File: src/div_pkg.sv
package div_pkg;

    parameter int default_width = 16;

    // controller states
    typedef enum logic [2:0] {
        idle          = 3'd0,
        loading       = 3'd1,
        check_divisor = 3'd2,
        divide        = 3'd3,
        sub           = 3'd4,
        shift_left    = 3'd5,
        done          = 3'd6
    } div_state_t;

    // strobes from control unit to datapath
    typedef struct packed {
        logic ld;       // capture operands, clear step counter
        logic sub_en;   // subtract divisor, set quotient lsb
        logic shift_en; // shift remainder/quotient pair, count step
    } div_ctrl_t;

    // flags from datapath back to control unit
    typedef struct packed {
        logic dvz;      // divisor is zero
        logic ovf;      // upper dividend half >= divisor
        logic gt;       // partial remainder >= divisor
        logic cnt_done; // last iteration
    } div_status_t;

    // error pulse at the top level
    typedef struct packed {
        logic dvz;
        logic ovf;
    } div_err_t;

endpackage

File: src/div_control.sv
`timescale 1ns/10ps

module div_control (
    input  logic                   clk,
    input  logic                   reset,
    input  logic                   start,
    input  div_pkg::div_status_t   status,
    output div_pkg::div_ctrl_t     ctrl,
    output logic                   busy,
    output logic                   valid,
    output div_pkg::div_err_t      error
);

    div_pkg::div_state_t state;
    div_pkg::div_state_t next_state;

    logic abort; // operand check failed

    assign abort = (state == div_pkg::check_divisor) && (status.dvz || status.ovf);

    always_comb begin
        next_state = state;
        unique case (state)
            div_pkg::idle: begin
                if (start) begin
                    next_state = div_pkg::loading;
                end
            end
            div_pkg::loading: begin
                next_state = div_pkg::check_divisor;
            end
            div_pkg::check_divisor: begin
                if (abort) begin
                    next_state = div_pkg::idle;
                end else begin
                    next_state = div_pkg::divide;
                end
            end
            div_pkg::divide: begin
                // restore step only when it fits
                if (status.gt) begin
                    next_state = div_pkg::sub;
                end else begin
                    next_state = div_pkg::shift_left;
                end
            end
            div_pkg::sub: begin
                next_state = div_pkg::shift_left;
            end
            div_pkg::shift_left: begin
                if (status.cnt_done) begin
                    next_state = div_pkg::done;
                end else begin
                    next_state = div_pkg::divide;
                end
            end
            div_pkg::done: begin
                next_state = div_pkg::idle;
            end
            default: begin
                next_state = div_pkg::idle;
            end
        endcase
    end

    // strobes straight from the state
    always_comb begin
        ctrl          = '0;
        ctrl.ld       = (state == div_pkg::loading);
        ctrl.sub_en   = (state == div_pkg::sub);
        // last iteration leaves the remainder in place
        ctrl.shift_en = (state == div_pkg::shift_left) && !status.cnt_done;
    end

    always_ff @(posedge clk) begin
        if (reset) begin
            state <= div_pkg::idle;
            busy  <= 1'b0;
            valid <= 1'b0;
            error <= '0;
        end else begin
            state     <= next_state;
            busy      <= (next_state != div_pkg::idle) && (next_state != div_pkg::done);
            valid     <= (state == div_pkg::shift_left) && status.cnt_done;
            error.dvz <= abort && status.dvz;
            error.ovf <= abort && !status.dvz; // dvz wins
        end
    end

    // result and error never coincide
    a_valid_err_excl: assert property (
        @(posedge clk) disable iff (reset)
        !(valid && (error.dvz || error.ovf))
    );

    // load strobe only right after an accepted start
    a_ld_in_loading: assert property (
        @(posedge clk) disable iff (reset)
        ctrl.ld |-> busy && !$past(busy) && $past(start)
    );

    // busy already dropped when the result shows up
    a_busy_low_valid: assert property (
        @(posedge clk) disable iff (reset)
        valid |-> !busy && $past(busy)
    );

endmodule

File: src/div_datapath.sv
`timescale 1ns/10ps

module div_datapath #(
    parameter int WIDTH = 16
) (
    input  logic                   clk,
    input  logic                   reset,
    input  div_pkg::div_ctrl_t     ctrl,
    input  logic [2*WIDTH-1:0]     dividend,
    input  logic [WIDTH-1:0]       divisor,
    output div_pkg::div_status_t   status,
    output logic [WIDTH-1:0]       quotient,
    output logic [WIDTH-1:0]       remainder
);

    localparam int cnt_w = (WIDTH > 1) ? $clog2(WIDTH) : 1;

    logic [WIDTH:0]     rem_r;  // partial remainder, one spare bit
    logic [WIDTH-1:0]   quo_r;  // low dividend half shifts out, quotient shifts in
    logic [WIDTH-1:0]   div_r;
    logic [cnt_w-1:0]   cnt_r;
    logic [WIDTH:0]     diff;

    assign diff = rem_r - {1'b0, div_r};

    // operand and shift registers
    always_ff @(posedge clk) begin
        if (ctrl.ld) begin
            div_r          <= divisor;
            // pre-shift so the first compare sees the top bits
            {rem_r, quo_r} <= {dividend, 1'b0};
        end else if (ctrl.sub_en) begin
            rem_r    <= diff;
            quo_r[0] <= 1'b1;
        end else if (ctrl.shift_en) begin
            {rem_r, quo_r} <= {rem_r[WIDTH-1:0], quo_r, 1'b0};
        end
    end

    // step counter
    always_ff @(posedge clk) begin
        if (reset) begin
            cnt_r <= '0;
        end else if (ctrl.ld) begin
            cnt_r <= '0;
        end else if (ctrl.shift_en) begin
            cnt_r <= cnt_r + 1'b1;
        end
    end

    always_comb begin
        status          = '0;
        status.dvz      = (div_r == '0);
        // right after load rem_r holds the upper half shifted by one
        status.ovf      = (rem_r[WIDTH:1] >= div_r);
        status.gt       = (rem_r >= {1'b0, div_r});
        status.cnt_done = (cnt_r == cnt_w'(WIDTH - 1));
    end

    assign quotient  = quo_r;
    assign remainder = rem_r[WIDTH-1:0]; // below divisor after the last step

    // remainder stays under twice the divisor, so one subtract always clears gt
    a_rem_bound: assert property (
        @(posedge clk) disable iff (reset)
        ctrl.sub_en |-> status.gt && (diff < {1'b0, div_r}) ##1 !status.gt
    );

endmodule

File: src/div_top.sv
`timescale 1ns/10ps

module div_top #(
    parameter int WIDTH = div_pkg::default_width
) (
    input  logic                   clk,
    input  logic                   reset,
    input  logic                   start,
    input  logic [2*WIDTH-1:0]     dividend,
    input  logic [WIDTH-1:0]       divisor,
    output logic                   busy,
    output logic                   valid,
    output div_pkg::div_err_t      error,
    output logic [WIDTH-1:0]       quotient,
    output logic [WIDTH-1:0]       remainder
);

    div_pkg::div_ctrl_t   ctrl;
    div_pkg::div_status_t status;

    // sequencer
    div_control div_control_i (
        .clk    (clk),
        .reset  (reset),
        .start  (start),
        .status (status),
        .ctrl   (ctrl),
        .busy   (busy),
        .valid  (valid),
        .error  (error)
    );

    // registers, compare/subtract, counter
    div_datapath #(
        .WIDTH (WIDTH)
    ) div_datapath_i (
        .clk       (clk),
        .reset     (reset),
        .ctrl      (ctrl),
        .dividend  (dividend),
        .divisor   (divisor),
        .status    (status),
        .quotient  (quotient),
        .remainder (remainder)
    );

endmodule

File: config.mk
export PLATFORM = sky130hd
export DESIGN_NAME = div_top
export DESIGN_NICKNAME = d
export VERILOG_FILES = /design/src/div_pkg.sv /design/src/div_control.sv /design/src/div_datapath.sv /design/src/div_top.sv
export SDC_FILE = /design/constraint.sdc
export NUM_CORES = 1
export LEC_CHECK = 0
export BUFFER_PORTS_ARGS = -buffer_cell sky130_fd_sc_hd__buf_2
export CORE_ASPECT_RATIO = 1.1
export CORE_MARGIN = 1.5
export CORE_UTILIZATION = 50
export DETAILED_ROUTE_END_ITERATION = 10
export PLACE_DENSITY = 0.75
export SYNTH_ARGS = -nofsm -noshare
export SYNTH_HDL_FRONTEND = slang
export SYNTH_HIERARCHICAL = 1
export SYNTH_SLANG_ARGS = --single-unit
File: constraint.sdc
create_clock -name clk -period 4.09 [get_ports clk]
set_clock_uncertainty 0.1 [all_clocks]
set_input_delay 0.2045 -clock clk [delete_from_list [all_inputs] [get_ports clk]]
set_output_delay 0.2045 -clock clk [all_outputs]
set_load 0.05 [all_outputs]
* Yosys cells after proc, flatten, opt, wreduce, memory -nomap -nowiden
Index checks and enable logic that the tools add are counted.
** Storage, ports and cells
- Word-level logic and storage cells :: 51
- Output and inout bits :: 36
- Input bits :: 51
- Register bits :: 60
** Cells by class
- Multiplexer cells :: 12
- Equality and inequality tests :: 8
- Reduce and logical (&&, ||, !) cells :: 17
- $lt $le $gt $ge :: 2
- $add $sub $neg :: 2
** Operators with widths (count)
- $mux W17 :: 3
- $mux W16 :: 2
- $pmux W3 S6 :: 1
- $ge A17 B16 Y1 :: 1
- $sub A17 B16 Y17 :: 1
- $ge A16 B16 Y1 :: 1
- $logic_not A16 Y1 :: 1
- $mux W15 :: 1
- $eq A3 B2 Y1 const B :: 2
- $eq A3 B3 Y1 const B :: 2
- $logic_and A1 B1 Y1 :: 6
- $mux W3 :: 2
- $reduce_bool A3 Y1 :: 2
- $add A4 B1 Y4 const B :: 1
- $eq A4 B4 Y1 const B :: 1
- $reduce_bool A2 Y1 :: 2
- $eq A3 B1 Y1 const B :: 1
- $logic_not A3 Y1 :: 1
- $ne A3 B3 Y1 const B :: 1
- $logic_not A1 Y1 :: 2
- $mux W1 :: 2
- $mux W2 :: 1
- $ne A2 B1 Y1 const B :: 1
- $reduce_and A2 Y1 :: 1
- other kinds (2) :: 2

* Longest topological paths before layout
- Word-level depth :: 7
- Gate-level depth with buffers :: 11
- Gate-level depth less buffers :: 11

* By module
The synthesis kept the hierarchy.
** Modules (own cells, without submodules)
- div_datapath :: area each 3487.1 um^2, cells an instance 327, instances 1
- div_control :: area each 359.1 um^2, cells an instance 38, instances 1

* Least setup slack after synthesis
Ideal clock, no wire load.
- Path kind :: flip-flop to flip-flop
- Start point :: reg div_control_i.state[0]
- End point :: reg div_datapath_i.rem_r[0] (enable)
- Stages on the path, launching flop included :: 6
- Data arrival time :: 2636 ps
- Path slack :: 980 ps
- Path buffers :: 2
- Cells stage by stage :: dfxtp_1 and2b_1 nor2b_1 buf_1 clkbuf_1 or3_1
** RTL lines
- start, declared :: RTL line div_control.sv:14 : div_pkg::div_state_t state;
- start signal, assigned :: RTL line div_control.sv:77 : state <= div_pkg::idle;
- start signal, assigned :: RTL line div_control.sv:82 : state <= next_state;
- end signal, assigned :: RTL line div_datapath.sv:31 : {rem_r, quo_r} <= {dividend, 1'b0};
- end signal, assigned :: RTL line div_datapath.sv:33 : rem_r <= diff;
- end signal, assigned :: RTL line div_datapath.sv:36 : {rem_r, quo_r} <= {rem_r[WIDTH-1:0], quo_r, 1'b0};
- end, declared :: RTL line div_datapath.sv:18 : logic [WIDTH:0] rem_r;

==> flow_metrics.py <==
metrics = {
    "run_status": {
        "outcome": "finished, final reports clean",
    },
    "floorplan": {
        "die_w_um": 86.6,
        "start_util": 0.515,
        "num_io_pins": 87,
        "die_h_um": 95.0,
        "core_area_um2": 7470,
        "die-area_um2": 8230,
        "fp-row-count": 33,
    },
    "routing": {
        "firstDrtPassIters": 5,
        "vias_per_cell": 5.50,
        "via_count": 3107,
        "drtIter0Drc": 154,
        "wl_um": 8670,
        "drc": 0,
        "ant_nets": 0,
        "avgRoutedWirePerCell_um": 15.3,
    },
    "timing": {
        "relSlewSlack": 0.438,
        "rsz0062_at_grt": "false",
        "tns_ns": 0,
        "setup-violations-final": 0,
        "tightest_slew_ns": 0.843,
        "final_max_slew_viol_count": 0,
        "whs_ns": 0.0350,
        "hold_viol_final": 0,
        "fin_crit_ns": 2.55,
        "finalCritPeriodShare": 0.624,
        "fmax_ghz": 0.392,
    },
    "grt": {
        "grt_start_max_net_pins": 39,
        "grt_pass1_vias": 2965,
        "grt_pass1_wl_um": 13900,
        "grt.total_usage": 0.224,
        "grt_overflow": 0,
        "antenna_found_initial": 0,
    },
    "yosys": {
        "synth_nets": 450,
        "ys.flop_type": "edfxtp_1",
        "synth_seq_cells": 60,
        "synth.distinct_cells": 55,
        "syn_area_um2": 3850,
        "synth-edff-count": 48,
        "synthMuxAreaShare": 0.0677,
        "synth_top_cell_area_share": 0.375,
        "yosys_warnings": 6,
        "synth_compound_area_frac": 0.155,
        "synth_xor_area_frac": 0.0342,
        "netlist_top_cells_area": "edfxtp_1 37%, ha_1 11%, dfxtp_1 6.2%",
        "synth_area_leader_cell": "edfxtp_1",
        "synth_simple_gate_area_frac": 0.130,
        "syn-instance-count": 365,
        "synthAdderAreaFrac": 0.113,
        "synth_top_family_by_area": "compound AO/OA/AOI/OAI gates",
        "syn_area_per_cell_um2": 10.5,
        "synth-async-reset-ratio": 0,
        "ys_seq_area_frac": 0.437,
    },
    "hold_path": {
        "hp-start": "start",
        "whs_path_depth": 3,
        "hp-class": "in -> reg",
        "hold_end": "div_control_i/state[0]$_SDFF_PP0_",
    },
    "placement": {
        "dp.cells": 533,
        "io_buffer_count": 86,
        "place_congestion": 0.907,
        "placed_area_um2": 4270,
        "post-dp-hpwl_um": 6360,
    },
    "power_and_ir_drop": {
        "irDropWorstVdd_mv": 0.297,
        "cellPowerDensity_nw_per_um2": 424,
        "total_leakage_power_nw": 1.99,
    },
    "cts": {
        "clock_sinks": 60,
        "cts_made_buffers": 9,
        "insertion_delay_ns": 0.35,
        "root_buffer": "clkbuf_8",
        "clockBufferDepth": 2,
        "tritoncts": "yes",
        "path_clk_slew_ns": 0.08,
        "ctsHtreeMaxLevel": 3,
    },
    "worst_setup_path": {
        "cp.required_ns": 3.97,
        "startpoint": "div_control_i/state[1]$_SDFF_PP0_",
        "worst-setup-path-type": "reg -> reg",
        "crit_buf_inv": 1,
        "r2r_start": "div_control_i/state[1]$_SDFF_PP0_",
        "worstPathArrival_ns": 2.44,
        "rr_worst_depth": 4,
        "path_max_fanout": 38,
        "startpoint_type": "register",
        "reg2reg_slack_ns": 1.54,
        "path_cells": "and2b_1 > nor2b_4 > buf_4 > a21o_1",
        "slowest_stage": "a21o_1",
        "r2r_end": "div_datapath_i/quotient[2]$_DFFE_PP_",
        "cp_top_family": "simple AND/OR/NAND/NOR gates",
        "worst_path_largest_cell_delay_ns": 0.50,
        "worstSetupEndpointType": "register",
    },
    "layout": {
        "nets": 540,
        "finalNonFillerCells": 565,
        "utilization": 0.617,
        "postLayoutCellArea_um2": 4610,
        "diodes": 0,
        "area_growth_pct": 19.8,
        "drive_above_1_share": 0.280,
    },
    "flow_run": {
        "drv_cap": 0,
    },
}
metrics by stage:
stage                     setup WS, ns  total power, mW
final                             1.54             1.95
after global routing              1.28             2.06
after CTS                         1.49             1.96
after detailed placement          1.51             1.45
after global placement            1.59             1.44
after floorplan                  0.980             1.32
where the power goes:
group	internal [mW]	switching, mW	total (mW)
Clock	0.228	0.268	0.496
Sequential	0.743	0.0489	0.792
Combinational	0.245	0.420	0.664
Total	1.22	0.737	1.95
worst max-delay path by stage:
stage,endpoint,slack (ns),cells past startpoint
finish,div_datapath_i/quotient[2]$_DFFE_PP_,1.54,4
global route,div_datapath_i/quotient[1]$_DFFE_PP_,1.28,4
CTS,div_datapath_i/quotient[2]$_DFFE_PP_,1.49,4
detailed placement,div_datapath_i/quotient[8]$_DFFE_PP_,1.51,4
global placement,div_datapath_i/quotient[7]$_DFFE_PP_,1.59,4
floorplan,div_datapath_i/rem_r[0]$_DFFE_PP_,0.98,5
cell families after synthesis:
group	count (synthesis)
compound gates	88
buf+inv	46
fa+ha+maj	34
mux	24
xor+xnor	15
flops	60
simple gates	98
cells in the mapped netlist (2+ instances only):
cell type,n
nand4_1,3
clkbuf_1,5
dfxtp_1,12
buf_1,2
a22oi_1,6
nor3b_1,6
a211oi_1,3
inv_1,19
nand2_1,30
and4_1,2
mux2_2,16
nand3_1,6
mux2i_1,8
nor4_1,4
and2b_1,2
o21ai_1,6
a31oi_1,4
a21o_1,11
nand2b_1,4
and3_1,3
nor2b_1,5
o21ai_0,18
o21a_1,3
edfxtp_1,48
buf_4,17
ha_1,33
nor3_1,10
a21oi_1,21
xnor2_1,8
nand3b_1,3
o21bai_1,2
xor2_1,7
nor2_1,16
layout make-up:
type	count	area, µm²
clock buffers	9	124
clock inverters	7	56.3
fillers	637	2870
inverters	20	75.1
multi-input cells	259	1930
flip-flops and latches	60	1680
well taps	105	131
repair buffers	105	613
placed cells by master (no fill, tap or decap), types with 4 or more instances in the layout:
cell,netlist,layout
clkbuf_8,0,9
mux2_2,16,16
ha_1,33,33
edfxtp_1,48,48
nor3b_1,6,6
xor2_1,7,7
a21o_1,11,11
a31oi_1,4,4
o21ai_0,18,18
inv_1,19,19
nor2b_1,5,4
dlygate4sd3_1,0,16
a21oi_1,21,21
buf_2,1,86
nand2b_1,4,4
xnor2_1,8,8
nor4_1,4,4
nor2_1,16,16
nor3_1,10,10
mux2i_1,8,8
o21ai_1,6,6
nand2_1,30,30
dfxtp_1,12,12
inv_6,0,4
nand3_1,6,6
a22oi_1,6,6
sequential cells by signal (all words and copies together), names as in the netlist:
signal and count:
div_datapath_i/rem_r 17, div_datapath_i/div_r 16, div_datapath_i/quotient 16, div_datapath_i/cnt_r 4, div_control_i/state 3, div_control_i/error 2
div_control_i/busy 1, div_control_i/valid 1
metal layers:
| layer | routed length, µm | GRT usage | vias to the layer above |
|---|---|---|---|
| li1 | - | - | 1527 |
| met1 | 3770 | 0.273 | 1472 |
| met2 | 4300 | 0.378 | 91 |
| met3 | 376 | 0.0463 | 17 |
| met4 | 226 | 0.110 | 0 |
| met5 | 0 | 0 | - |
worst min-delay path: stages:
cell and delay [ns]:
buf_2 0.09, o311ai_2 0.09, nand2_1 0.07
timing repair:
action,CTS,global route
buffers inserted,0,0
hold endpoints to repair,16,0
resized for setup,0,0
hold buffers,16,0
Power figures use the tool's default switching activity.
